[config.mk]
export PLATFORM = sky130hd
export DESIGN_NAME = uart_core
export DESIGN_NICKNAME = d
export VERILOG_FILES = /design/src/uart_pkg.sv /design/src/baud_generator.sv /design/src/host_write_port.sv /design/src/uart_transmitter.sv /design/src/uart_receiver.sv /design/src/host_read_port.sv /design/src/uart_core.sv
export SDC_FILE = /design/constraint.sdc
export NUM_CORES = 1
export LEC_CHECK = 0
export BUFFER_PORTS_ARGS = -buffer_cell sky130_fd_sc_hd__clkbuf_2
export CORE_MARGIN = 4
export CORE_UTILIZATION = 35
export DETAILED_ROUTE_END_ITERATION = 6
export GPL_TIMING_DRIVEN = 0
export HOLD_SLACK_MARGIN = 0.06
export PLACE_DENSITY = 0.47
export SYNTH_ARGS = -nofsm -noshare
export SYNTH_HDL_FRONTEND = slang
export SYNTH_HIERARCHICAL = 1
export SYNTH_SLANG_ARGS = --single-unit
[constraint.sdc]
create_clock -name clk -period 2.8 [get_ports clk]
set_clock_uncertainty 0.1 [all_clocks]
set_input_delay 0.42 -clock clk [delete_from_list [all_inputs] [get_ports clk]]
set_output_delay 0.42 -clock clk [all_outputs]
set_load 0.02 [all_outputs]
[src/uart_pkg.sv]
package uart_pkg;

  typedef logic [7:0] byte_t;

  // 0..7 select 4800, 9600, 14400, 19200, 38400, 57600, 115200, 230400 baud.
  typedef logic [2:0] baud_sel_t;

  typedef struct packed {
    baud_sel_t baud_sel;
    logic      parity_en;
  } lcr_t;

  typedef struct packed {
    byte_t data;
    logic  parity_error;
    logic  framing_error;
    logic  overrun;
  } rx_word_t;

  localparam int frame_bits = 11;  // Start, 8 data, parity, stop.
  localparam int oversample = 16;  // Receiver ticks per bit.

  typedef enum logic [1:0] {
    TX_IDLE,
    TX_START,
    TX_SHIFT
  } tx_state_e;

  typedef enum logic [2:0] {
    RX_IDLE,
    RX_START,
    RX_DATA,
    RX_PARITY,
    RX_STOP,
    RX_WAIT
  } rx_state_e;

endpackage

[src/baud_generator.sv]
`timescale 1ns/1ps

module baud_generator import uart_pkg::*; #(
  parameter int clk_freq    = 3686400,
  parameter int sampling    = 16,
  parameter int frame_ticks = 176
) (
  input  logic      clk,
  input  logic      reset_n,
  input  baud_sel_t baud_sel,
  input  logic      start,
  output logic      tick,
  output logic      ready,
  output logic      finish
);

  localparam int rem_w = $clog2(frame_ticks + 1);

  typedef enum logic [1:0] {
    IDLE,
    PS,
    GENERATOR,
    FIN
  } state_e;

  state_e           state;
  state_e           next_state;
  logic [15:0]      divisor;
  logic [15:0]      count;
  logic [rem_w-1:0] remaining;
  logic             period_end;
  logic             last_period;

  // Rate table.
  always_ff @(posedge clk) begin
    case (baud_sel)
      3'd0:    divisor <= 16'(clk_freq / (sampling * 4800));
      3'd1:    divisor <= 16'(clk_freq / (sampling * 9600));
      3'd2:    divisor <= 16'(clk_freq / (sampling * 14400));
      3'd3:    divisor <= 16'(clk_freq / (sampling * 19200));
      3'd4:    divisor <= 16'(clk_freq / (sampling * 38400));
      3'd5:    divisor <= 16'(clk_freq / (sampling * 57600));
      3'd6:    divisor <= 16'(clk_freq / (sampling * 115200));
      default: divisor <= 16'(clk_freq / (sampling * 230400));
    endcase
  end

  assign period_end  = (state == GENERATOR) && (count == divisor - 16'd1);
  assign last_period = (remaining == rem_w'(1));

  always_comb begin
    next_state = state;
    case (state)
      IDLE:      if (start) next_state = PS;
      PS:        next_state = GENERATOR;
      GENERATOR: if (period_end && last_period) next_state = FIN;
      FIN:       next_state = IDLE;
      default:   next_state = IDLE;
    endcase
  end

  always_ff @(posedge clk or negedge reset_n) begin
    if (!reset_n) begin
      state     <= IDLE;
      count     <= '0;
      remaining <= '0;
      tick      <= 1'b0;
      ready     <= 1'b0;
      finish    <= 1'b0;
    end else begin
      state  <= next_state;
      ready  <= (state == PS);
      tick   <= period_end && !last_period;
      finish <= period_end && last_period;  // Last period ends without a tick.
      if (state == PS) begin
        remaining <= rem_w'(frame_ticks);
        count     <= '0;
      end else if (period_end) begin
        remaining <= remaining - 1'b1;
        count     <= '0;
      end else if (state == GENERATOR) begin
        count <= count + 16'd1;
      end
    end
  end

  // The client must wait for finish before the next frame.
  start_only_when_idle: assert property (
    @(posedge clk) disable iff (!reset_n) start |-> state == IDLE
  );

endmodule

[src/host_write_port.sv]
`timescale 1ns/1ps

module host_write_port import uart_pkg::*; (
  input  logic  clk,
  input  logic  reset_n,
  input  logic  tx_req,
  input  byte_t tx_data,
  output logic  tx_ack,
  output logic  hold_valid,
  output byte_t hold_data,
  input  logic  tx_take
);

  typedef enum logic {
    WP_IDLE,
    WP_ACK
  } wp_state_e;

  wp_state_e state;
  logic      load;

  // Only accept while the holding register is empty.
  assign load = (state == WP_IDLE) && tx_req && !hold_valid;

  always_ff @(posedge clk or negedge reset_n) begin
    if (!reset_n) begin
      state      <= WP_IDLE;
      tx_ack     <= 1'b0;
      hold_valid <= 1'b0;
    end else begin
      if (tx_take) hold_valid <= 1'b0;
      case (state)
        WP_IDLE: begin
          if (load) begin
            hold_valid <= 1'b1;
            tx_ack     <= 1'b1;
            state      <= WP_ACK;
          end
        end
        WP_ACK: begin
          if (!tx_req) begin
            tx_ack <= 1'b0;
            state  <= WP_IDLE;
          end
        end
        default: state <= WP_IDLE;
      endcase
    end
  end

  always_ff @(posedge clk) begin
    if (load) hold_data <= tx_data;
  end

  ack_follows_req: assert property (
    @(posedge clk) disable iff (!reset_n) $rose(tx_ack) |-> $past(tx_req)
  );

endmodule

[src/uart_transmitter.sv]
`timescale 1ns/1ps

module uart_transmitter import uart_pkg::*; #(
  parameter int clk_freq = 3686400
) (
  input  logic  clk,
  input  logic  reset_n,
  input  lcr_t  lcr,
  input  logic  hold_valid,
  input  byte_t hold_data,
  output logic  tx_take,
  output logic  txd
);

  tx_state_e  state;
  logic [9:0] shift;
  logic       parity_bit;
  logic       tick;
  logic       ready;
  logic       finish;

  assign tx_take    = (state == TX_IDLE) && hold_valid;
  assign parity_bit = lcr.parity_en ? ^hold_data : 1'b1;  // Even parity, else stop level.

  baud_generator #(
    .clk_freq   (clk_freq),
    .sampling   (1),
    .frame_ticks(frame_bits)
  ) i_baud_generator (
    .clk     (clk),
    .reset_n (reset_n),
    .baud_sel(lcr.baud_sel),
    .start   (tx_take),
    .tick    (tick),
    .ready   (ready),
    .finish  (finish)
  );

  always_ff @(posedge clk or negedge reset_n) begin
    if (!reset_n) begin
      state <= TX_IDLE;
      txd   <= 1'b1;
    end else begin
      case (state)
        TX_IDLE: begin
          if (tx_take) state <= TX_START;
        end
        TX_START: begin
          if (ready) begin
            txd   <= 1'b0;  // Start bit.
            state <= TX_SHIFT;
          end
        end
        TX_SHIFT: begin
          if (finish) begin
            txd   <= 1'b1;
            state <= TX_IDLE;
          end else if (tick) begin
            txd <= shift[0];
          end
        end
        default: state <= TX_IDLE;
      endcase
    end
  end

  // Data LSB first, then parity and stop; ones fill in behind.
  always_ff @(posedge clk) begin
    if (tx_take) begin
      shift <= {1'b1, parity_bit, hold_data};
    end else if (tick) begin
      shift <= {1'b1, shift[9:1]};
    end
  end

endmodule

[src/uart_receiver.sv]
`timescale 1ns/1ps

module uart_receiver import uart_pkg::*; #(
  parameter int clk_freq = 3686400
) (
  input  logic     clk,
  input  logic     reset_n,
  input  lcr_t     lcr,
  input  logic     rxd,
  output logic     rx_valid,
  output rx_word_t rx_word
);

  localparam int os_w = $clog2(oversample);
  localparam logic [os_w-1:0] mid_tick  = os_w'(oversample / 2 - 1);
  localparam logic [os_w-1:0] last_tick = os_w'(oversample - 1);

  rx_state_e       state;
  logic            rxd_meta;
  logic            rxd_sync;
  logic            rxd_prev;
  logic            fall;
  logic            edge_pending;
  logic            start;
  logic            sample;
  logic [os_w-1:0] os_cnt;
  logic [2:0]      bit_cnt;
  byte_t           data_sr;
  logic            parity_bit;
  logic            tick;
  logic            ready;
  logic            finish;

  assign fall   = rxd_prev && !rxd_sync;
  assign start  = (state == RX_IDLE) && (fall || edge_pending);
  assign sample = tick && (os_cnt == last_tick);

  baud_generator #(
    .clk_freq   (clk_freq),
    .sampling   (oversample),
    .frame_ticks(frame_bits * oversample)
  ) i_baud_generator (
    .clk     (clk),
    .reset_n (reset_n),
    .baud_sel(lcr.baud_sel),
    .start   (start),
    .tick    (tick),
    .ready   (ready),
    .finish  (finish)
  );

  always_ff @(posedge clk or negedge reset_n) begin
    if (!reset_n) begin
      rxd_meta <= 1'b1;
      rxd_sync <= 1'b1;
      rxd_prev <= 1'b1;
    end else begin
      rxd_meta <= rxd;
      rxd_sync <= rxd_meta;
      rxd_prev <= rxd_sync;
    end
  end

  always_ff @(posedge clk or negedge reset_n) begin
    if (!reset_n) begin
      state        <= RX_IDLE;
      os_cnt       <= '0;
      bit_cnt      <= '0;
      edge_pending <= 1'b0;
      rx_valid     <= 1'b0;
    end else begin
      rx_valid <= 1'b0;
      // An edge seen after the stop sample starts the next frame.
      if (start) begin
        edge_pending <= 1'b0;
      end else if ((state == RX_WAIT) && fall) begin
        edge_pending <= 1'b1;
      end
      if (ready) begin
        os_cnt <= '0;
      end else if (tick) begin
        os_cnt <= os_cnt + 1'b1;
      end
      if (finish) begin
        state <= RX_IDLE;
      end else begin
        case (state)
          RX_IDLE: begin
            if (start) state <= RX_START;
          end
          RX_START: begin
            if (tick && (os_cnt == mid_tick)) begin
              os_cnt  <= '0;
              bit_cnt <= '0;
              state   <= rxd_sync ? RX_WAIT : RX_DATA;  // High here is a false start.
            end
          end
          RX_DATA: begin
            if (sample) begin
              bit_cnt <= bit_cnt + 3'd1;
              if (bit_cnt == 3'd7) state <= lcr.parity_en ? RX_PARITY : RX_STOP;
            end
          end
          RX_PARITY: begin
            if (sample) state <= RX_STOP;
          end
          RX_STOP: begin
            if (sample) begin
              rx_valid <= 1'b1;
              state    <= RX_WAIT;
            end
          end
          default: ;  // Wait for the end of the frame.
        endcase
      end
    end
  end

  always_ff @(posedge clk) begin
    if (start) parity_bit <= 1'b0;
    if ((state == RX_DATA) && sample) data_sr <= {rxd_sync, data_sr[7:1]};
    if ((state == RX_PARITY) && sample) parity_bit <= rxd_sync;
    if ((state == RX_STOP) && sample) begin
      rx_word.data          <= data_sr;
      rx_word.parity_error  <= lcr.parity_en && (^data_sr ^ parity_bit);
      rx_word.framing_error <= !rxd_sync;
      rx_word.overrun       <= 1'b0;  // Set later by the read port.
    end
  end

endmodule

[src/host_read_port.sv]
`timescale 1ns/1ps

module host_read_port import uart_pkg::*; (
  input  logic     clk,
  input  logic     reset_n,
  input  logic     rx_valid,
  input  rx_word_t rx_word,
  output logic     rx_req,
  input  logic     rx_ack,
  output rx_word_t rx_out
);

  typedef enum logic [1:0] {
    RP_IDLE,
    RP_REQ,
    RP_DRAIN
  } rp_state_e;

  rp_state_e state;
  logic      accept;
  logic      overrun_pending;

  assign accept = (state == RP_IDLE) && rx_valid;

  always_ff @(posedge clk or negedge reset_n) begin
    if (!reset_n) begin
      state           <= RP_IDLE;
      rx_req          <= 1'b0;
      overrun_pending <= 1'b0;
    end else begin
      if (accept) begin
        overrun_pending <= 1'b0;
      end else if (rx_valid) begin
        overrun_pending <= 1'b1;  // Word dropped.
      end
      case (state)
        RP_IDLE: begin
          if (rx_valid) begin
            rx_req <= 1'b1;
            state  <= RP_REQ;
          end
        end
        RP_REQ: begin
          if (rx_ack) begin
            rx_req <= 1'b0;
            state  <= RP_DRAIN;
          end
        end
        RP_DRAIN: begin
          if (!rx_ack) state <= RP_IDLE;
        end
        default: state <= RP_IDLE;
      endcase
    end
  end

  always_ff @(posedge clk) begin
    if (accept) begin
      rx_out         <= rx_word;
      rx_out.overrun <= rx_word.overrun || overrun_pending;
    end
  end

  word_stable_during_req: assert property (
    @(posedge clk) disable iff (!reset_n) rx_req && $past(rx_req) |-> $stable(rx_out)
  );

endmodule

[src/uart_core.sv]
`timescale 1ns/1ps

module uart_core import uart_pkg::*; #(
  parameter int clk_freq = 3686400
) (
  input  logic     clk,
  input  logic     reset_n,
  input  lcr_t     lcr,
  input  logic     tx_req,
  input  byte_t    tx_data,
  output logic     tx_ack,
  output logic     txd,
  input  logic     rxd,
  output logic     rx_req,
  input  logic     rx_ack,
  output rx_word_t rx_word
);

  logic     hold_valid;
  byte_t    hold_data;
  logic     tx_take;
  logic     rx_valid;
  rx_word_t rx_frame;

  host_write_port i_host_write_port (
    .clk       (clk),
    .reset_n   (reset_n),
    .tx_req    (tx_req),
    .tx_data   (tx_data),
    .tx_ack    (tx_ack),
    .hold_valid(hold_valid),
    .hold_data (hold_data),
    .tx_take   (tx_take)
  );

  uart_transmitter #(.clk_freq(clk_freq)) i_uart_transmitter (
    .clk       (clk),
    .reset_n   (reset_n),
    .lcr       (lcr),
    .hold_valid(hold_valid),
    .hold_data (hold_data),
    .tx_take   (tx_take),
    .txd       (txd)
  );

  uart_receiver #(.clk_freq(clk_freq)) i_uart_receiver (
    .clk     (clk),
    .reset_n (reset_n),
    .lcr     (lcr),
    .rxd     (rxd),
    .rx_valid(rx_valid),
    .rx_word (rx_frame)
  );

  host_read_port i_host_read_port (
    .clk     (clk),
    .reset_n (reset_n),
    .rx_valid(rx_valid),
    .rx_word (rx_frame),
    .rx_req  (rx_req),
    .rx_ack  (rx_ack),
    .rx_out  (rx_word)
  );

endmodule

==> run metrics, run 1 <==
Worst Hold End=i_host_read_port/state[0]; cells along the critical path=or4_1 -> a211o_1 -> a2111o_1 -> nor4b_2 -> mux2_2; crit path buf inv count=0; vias per std cell=approximately 4.9; RR Endpoint=i_uart_receiver/i_baud_generator/remaining[6]; clk sinks=around 140; clk slew on worst S/H paths=around 60 ps; Final Wtd Congestion=between 0.7 and 0.8; worst path required time=~3000 ps; Clock Latency Late Sink=about 420 ps; Chip Width=148 µm; # IOs=31; GRT Overall Usage=about an eighth; FF-to-FF path depth=5; final setup fails=0; Max transition margin=roughly 29%; Setup Crit Path Kind=reg -> reg; Power Density=between 600 and 700 nW/µm²; DIE AREA=between 20,000 and 25,000 µm²; Synth warnings=6; share of cells above drive strength 1=approximately 18%; Final Hold Vio Count=0; met2 GRT Util=20.7%; first-pass GRT wire length=approximately 23,000 µm; r2r startpoint=i_uart_receiver/i_baud_generator/count[12]; TritonCTS clock tree=built; Worst Max-Slew Pin Slew=1060 ps; top_reg_cell synth=dfrtp_1; CP delay by family, top=compound AO/OA/AOI/OAI gates; Yosys top cell area share=~27%; worst-case vdd ir drop=approximately 0.35 mV; Placement Cell Area=around 7300 µm²; sequential area share after synthesis=a little over half; final instance area=between 8000 and 9000 µm²; Layout area overhead=17.7%; final worst slack=about 100 ps; number of synthesized flops with an enable pin=47; R2R Setup Slk=between 100 and 150 ps; H-tree depth=4; MaxCap Viol Count=0; LEAKAGE=roughly 0.0032 µW; Avg Cell Area, Syn=~11 µm²; GR Layer Usage met1=between 10% and 20%; CTS Buf Count=17; Hold Path Cell Cnt=2; core outline area=between 15,000 and 20,000 µm²; Largest stage delay, worst path=about 550 ps; Initial Utilization=around 36%; cell taking the most area after synthesis=dfrtp_1; total chip power=approximately 5500 µW; run status=completed; met3 usage=3.46%; Syn Inst Count=597; final core utilization=between 40% and 50%; top post-synthesis cells by count=75 x dfrtp_1, 47 x edfxtp_1, 42 x nor2_1; clk buf depth=2; Final Max Slew Viols=0; Syn Nets=approximately 630; Hold Crit Class=in -> reg; Routed WL per cell=14.2 µm; antenna violations before repair=0; synth top area cells=dfrtp_1 27%, edfxtp_1 21%, xnor2_1 4.9%, dfxtp_1 3.5%, ha_1 3.3%; synthesized area=around 6800 µm²; Setup crit end kind=flop; final worst path period share=96.4%; minimum clock period=approximately 2700 ps; pre-CTS setup slack=approximately 91 ps; most used standard cell by instance count after synthesis=dfrtp_1; CP max-delay cell=a2111o_1; Yosys cell types=73; Nets=between 600 and 700; Synth Register Bits=between 100 and 150; number of global-route vias before repair=4,598; Site Rows=50; largest net degree at the start of global routing=44; DR vias=roughly 4,600; Worst EP arrival=2900 ps; initial DRC count=approximately 220; Async S/R FF share, synth=between 50% and 60%; number of buffers added on ports=30; type of origin of the critical path=flop; routed wire length=about 13,000 µm; Die Y=~150 µm; fmax=between 0.3 and 0.4 GHz; drc violations=0; grt total ovfl=0; TritonRoute pass-1 iters=4; CTS Root Cell=clkbuf_16; Antenna Nets Post-Route=0; busiest layer in global routing=met2; Diodes inserted=0; Max FO, Critical Path=5; DP Wirelength=between 9000 and 10,000 µm; hold path start=rx_ack
power breakdown:
part	switching (µW)	internal, µW
clock	940	1160
sequential	141	2300
combinational	565	418
total	1650	3880
through the flow:
stage | instances | hold WS (ps) | TNS (ps)
5_1_grt | 934 | 116 | -8.76
3_3_place_gp | 887 | 247 | 0
4_1_cts | 930 | 89.3 | 0
2_1_floorplan | 597 | 24.4 | 0
3_5_place_dp | 888 | 250 | 0
6_report | 934 | 120 | 0
placed cells by master (no fill, tap or decap), types with 11 or more instances in the layout:
cell type,count
inv_1,32
nand4_1,13
o21ai_0,14
nand3_1,19
clkbuf_16,17
nor3_1,19
and3_1,11
nand2_1,29
nor2b_1,19
dfrtp_1,75
ha_1,18
a21oi_1,27
xnor2_1,38
edfxtp_1,47
a211oi_1,14
nor2_1,42
dfxtp_1,12
xor2_1,22
clkbuf_2,29
repair_timing:
action / CTS / global route
hold buffers: 10 / 0
endpoints found under the setup margin: 0 / 14
setup buffers: 0 / 4
endpoints found under the hold margin: 44 / 0
gates resized for setup: 0 / 2
layer usage:
layer,routed length (µm),vias up
met3,401,12
met2,6250,58
li1,-,2291
met1,6510,2239
met5,0,-
met4,139,0
how the worst max path moves through the flow:
stage,from,slack [ps],cells after the start,to
after floorplan,i_uart_receiver/i_baud_generator/count[12],270,5,i_uart_receiver/i_baud_generator/remaining[6]
after global placement,i_uart_receiver/i_baud_generator/divisor[2],70,9,i_uart_receiver/i_baud_generator/count[11]
after detailed placement,i_uart_receiver/i_baud_generator/count[12],90,5,i_uart_receiver/i_baud_generator/remaining[3]
after CTS,i_uart_receiver/i_baud_generator/count[12],40,5,i_uart_receiver/i_baud_generator/remaining[3]
after global routing,i_uart_receiver/i_baud_generator/count[12],-9,5,i_uart_receiver/i_baud_generator/remaining[6]
final,i_uart_receiver/i_baud_generator/count[12],100,5,i_uart_receiver/i_baud_generator/remaining[6]
area by class of cell:
class                   count  area, µm²
plain buffers              15       73.8
clock inverters            15        134
flip-flops and latches    138       3630
clock buffers              17        425
well taps                 260        325
fillers                  1773      10900
repair buffers             45        310
multi-input cells         412       3010
inverters                  32        120
cell families (layout without fill, tap and decap cells):
kind of cell | Yosys count | after routing | synth area share (%)
other | 1 | 1 | 0.0549
multiplexers | 24 | 24 | 4.20
AND/OR/NAND/NOR | 215 | 215 | 18.5
buffers and inverters | 47 | 124 | 2.84
AO/OA/AOI/OAI | 94 | 94 | 10.2
flip-flops | 138 | 138 | 53.2
adder cells (fa/ha/maj) | 18 | 18 | 3.30
XOR/XNOR | 60 | 60 | 7.70
state kept, by name, indices dropped and copies added, names as in the netlist, 4 cells and up:
| signal | count |
|---|---|
| i_uart_transmitter/i_baud_generator/divisor | 6 |
| i_host_read_port/rx_out | 11 |
| i_uart_transmitter/i_baud_generator/remaining | 4 |
| i_uart_transmitter/shift | 9 |
| i_uart_receiver/i_baud_generator/count | 16 |
| i_host_write_port/hold_data | 8 |
| i_uart_receiver/os_cnt | 4 |
| i_uart_transmitter/i_baud_generator/count | 16 |
| i_uart_receiver/i_baud_generator/remaining | 8 |
| i_uart_receiver/rx_word | 10 |
| i_uart_receiver/data_sr | 8 |
| i_uart_receiver/i_baud_generator/divisor | 6 |
Note: power is estimated with default switching activity, not from simulation.
==> inputs of run 2 (changes only) <==
--- a/config.mk
+++ b/config.mk
@@ -12,6 +12,7 @@
 export GPL_TIMING_DRIVEN = 0
 export HOLD_SLACK_MARGIN = 0.06
 export PLACE_DENSITY = 0.47
+export SKIP_CTS_REPAIR_TIMING = 1
 export SYNTH_ARGS = -nofsm -noshare
 export SYNTH_HDL_FRONTEND = slang
 export SYNTH_HIERARCHICAL = 1
==> constraint.sdc (replaced) <==
create_clock -name clk -period 3.48 [get_ports clk]
set_clock_uncertainty 0.1 [all_clocks]
set_input_delay 0.522 -clock clk [delete_from_list [all_inputs] [get_ports clk]]
set_output_delay 0.522 -clock clk [all_outputs]
set_load 0.02 [all_outputs]
==> run 2 against run 1 <==
- flip-flop and latch count unchanged
- highest routed layer unchanged
- sequential power decreased by 20%
- global-route usage about the same
- total power shrank 20%
- register-to-register slack improved by 630 ps
- critical path type unchanged
- critical endpoint is now i_uart_receiver/i_baud_generator/remaining[3]
- via count is 0.96% lower
- combinational power down 21%
- worst setup slack improved by 630 ps
- critical path depth is the same
==> run metrics, run 2 (synthesis gave the netlist of run 1 again) <==
run status=completed (unchanged); Antenna Nets Post-Route=0 (unchanged); commonest non-fill, non-tap cell in the layout=dfrtp_1 (unchanged); GRT Overall Usage=12.8% (about the same); minimum clock period=2750 ps (was 2700 ps); Final Wtd Congestion=0.792 (unchanged); CP delay by family, top=compound AO/OA/AOI/OAI gates (unchanged); CP max-delay cell=a2111o_1 (unchanged); final setup fails=0 (unchanged); number of buffers added on ports=30 (unchanged); Power Density=561 nW/µm² (was 687 nW/µm²); Nets=683 (was 696); CTS Root Cell=clkbuf_16 (unchanged); antenna violations before repair=0 (unchanged); DP Wirelength=9160 µm (unchanged); Setup Crit Path Kind=reg -> reg (unchanged); Largest stage delay, worst path=570 ps (was 550 ps); clk buf depth=2 (unchanged); number of global-route vias before repair=4,560 (was 4,598); # IOs=31 (unchanged); Diodes inserted=0 (unchanged); routed wire length=13,200 µm (was 13,300 µm); Max FO, Critical Path=6 (was 5); Placement Cell Area=7330 µm² (unchanged); drc violations=0 (unchanged); worst path required time=3680 ps (was 3000 ps); fmax=0.364 GHz (was 0.371 GHz); TritonCTS clock tree=built (unchanged); Layout fillers=1,784 (was 1,773); initial DRC count=229 (was 215); Worst Max-Slew Pin Slew=1060 ps (about the same); vias per std cell=4.95 (was 4.93); Layout area overhead=15.7% (was 17.7%); DIE AREA=21,800 µm² (unchanged); worst hold margin=94.6 ps (was 120 ps); final worst slack=732 ps (was 102 ps); type of origin of the critical path=flop (unchanged); Worst EP arrival=2950 ps (was 2900 ps); Routed WL per cell=14.4 µm (was 14.2 µm); pre-CTS setup slack=771 ps (was 91.0 ps); final worst path period share=79.0% (was 96.4%); DR vias=4,556 (was 4,600); Site Rows=50 (unchanged); clk sinks=138 (unchanged); grt total ovfl=0 (unchanged); R2R Setup Slk=730 ps (was 100 ps); largest net degree at the start of global routing=44 (unchanged); RSZ-0062 raised after global routing=false; crit path buf inv count=0 (unchanged); biggest regs=i_uart_receiver/i_baud_generator/count x16, i_uart_transmitter/i_baud_generator/count x16, i_host_read_port/rx_out x11 (unchanged); Max transition margin=28.9% (was 28.7%); Final Hold Vio Count=0 (unchanged); LEAKAGE=0.00317 µW (was 0.00323 µW); clk slew on worst S/H paths=60 ps (about the same); MaxCap Viol Count=0 (unchanged); Final Max Slew Viols=0 (unchanged); CTS Buf Count=17 (unchanged); core outline area=19,000 µm² (unchanged); Clock Latency Late Sink=420 ps (about the same); first-pass GRT wire length=22,700 µm (about the same); Die Y=148 µm (unchanged); Hold Crit Class=in -> reg (unchanged); Setup crit end kind=flop (unchanged); cells along the critical path=or4_1 -> a211o_1 -> a2111o_1 -> nor4_2 -> mux2_2 (was or4_1 -> a211o_1 -> a2111o_1 -> nor4b_2 -> mux2_2); most frequent cells in the layout=75 x dfrtp_1, 47 x edfxtp_1, 42 x nor2_1, 38 x xnor2_1, 32 x inv_1 (unchanged); Final TNS setup=0 ps (unchanged); Chip Width=148 µm (unchanged); worst-case vdd ir drop=0.283 mV (was 0.352 mV); Initial Utilization=36.0% (unchanged); share of cells above drive strength 1=17.5% (was 18.1%); final instance area=7900 µm² (was 8040 µm²); TritonRoute pass-1 iters=6 (was 4); H-tree depth=4 (unchanged)
==> run 2: cell count changes in the layout (fill, tap and decap cells not counted), sizes merged <==
cell,delta
buf,-4
dlygate4sd3,-9
==> run 2: layout make-up <==
type                       instances  area (µm²)  share of cell area, %
sequential                       138        3630                   46.0
multi-input combinational        412        3000                   38.0
clock buffer                      17         425                   5.38
tap                              260         325                   4.12
timing repair buffer              32         190                   2.41
clock inverter                    15         134                   1.69
inverter                          32         120                   1.52
buffer                            15        73.8                  0.934
==> run 2: path summary, 6_finish.rpt <==
check                                                      startpoint                                             to  cells past startpoint
hold reg to reg                              i_uart_receiver/rxd_meta                       i_uart_receiver/rxd_sync                      0
setup / recovery           i_uart_receiver/i_baud_generator/count[12]  i_uart_receiver/i_baud_generator/remaining[3]                      5
max in group asynchronous                                     reset_n                       i_uart_receiver/rxd_prev                      3
setup reg to reg           i_uart_receiver/i_baud_generator/count[12]  i_uart_receiver/i_baud_generator/remaining[3]                      5
min in group asynchronous                                     reset_n  i_uart_transmitter/i_baud_generator/count[14]                      2
hold / removal                                                    rxd                       i_uart_receiver/rxd_meta                      1
==> run 2: power by group <==
group	leakage (µW)	internal [µW]	total (µW)	switching, µW
clock	0.000262	936	1690	758
sequential	0.00156	1850	1960	113
combinational	0.00135	329	782	452
==> run 2: per-stage QoR <==
stage / cells / total power, µW / util, %
after CTS: 920 / 4510 / 41.6
after floorplan: 597 / 2550 / -
after global placement: 887 / 2750 / 38.5
after global routing: 921 / 4680 / 41.7
after detailed placement: 888 / 2780 / 38.7
final: 921 / 4440 / 41.7
==> run 2: metal layers <==
layer  track usage (%)  wire length [µm]
met5                 0                 0
met3              3.53               493
met4              3.77               123
met1              16.9              6400
met2              20.6              6210
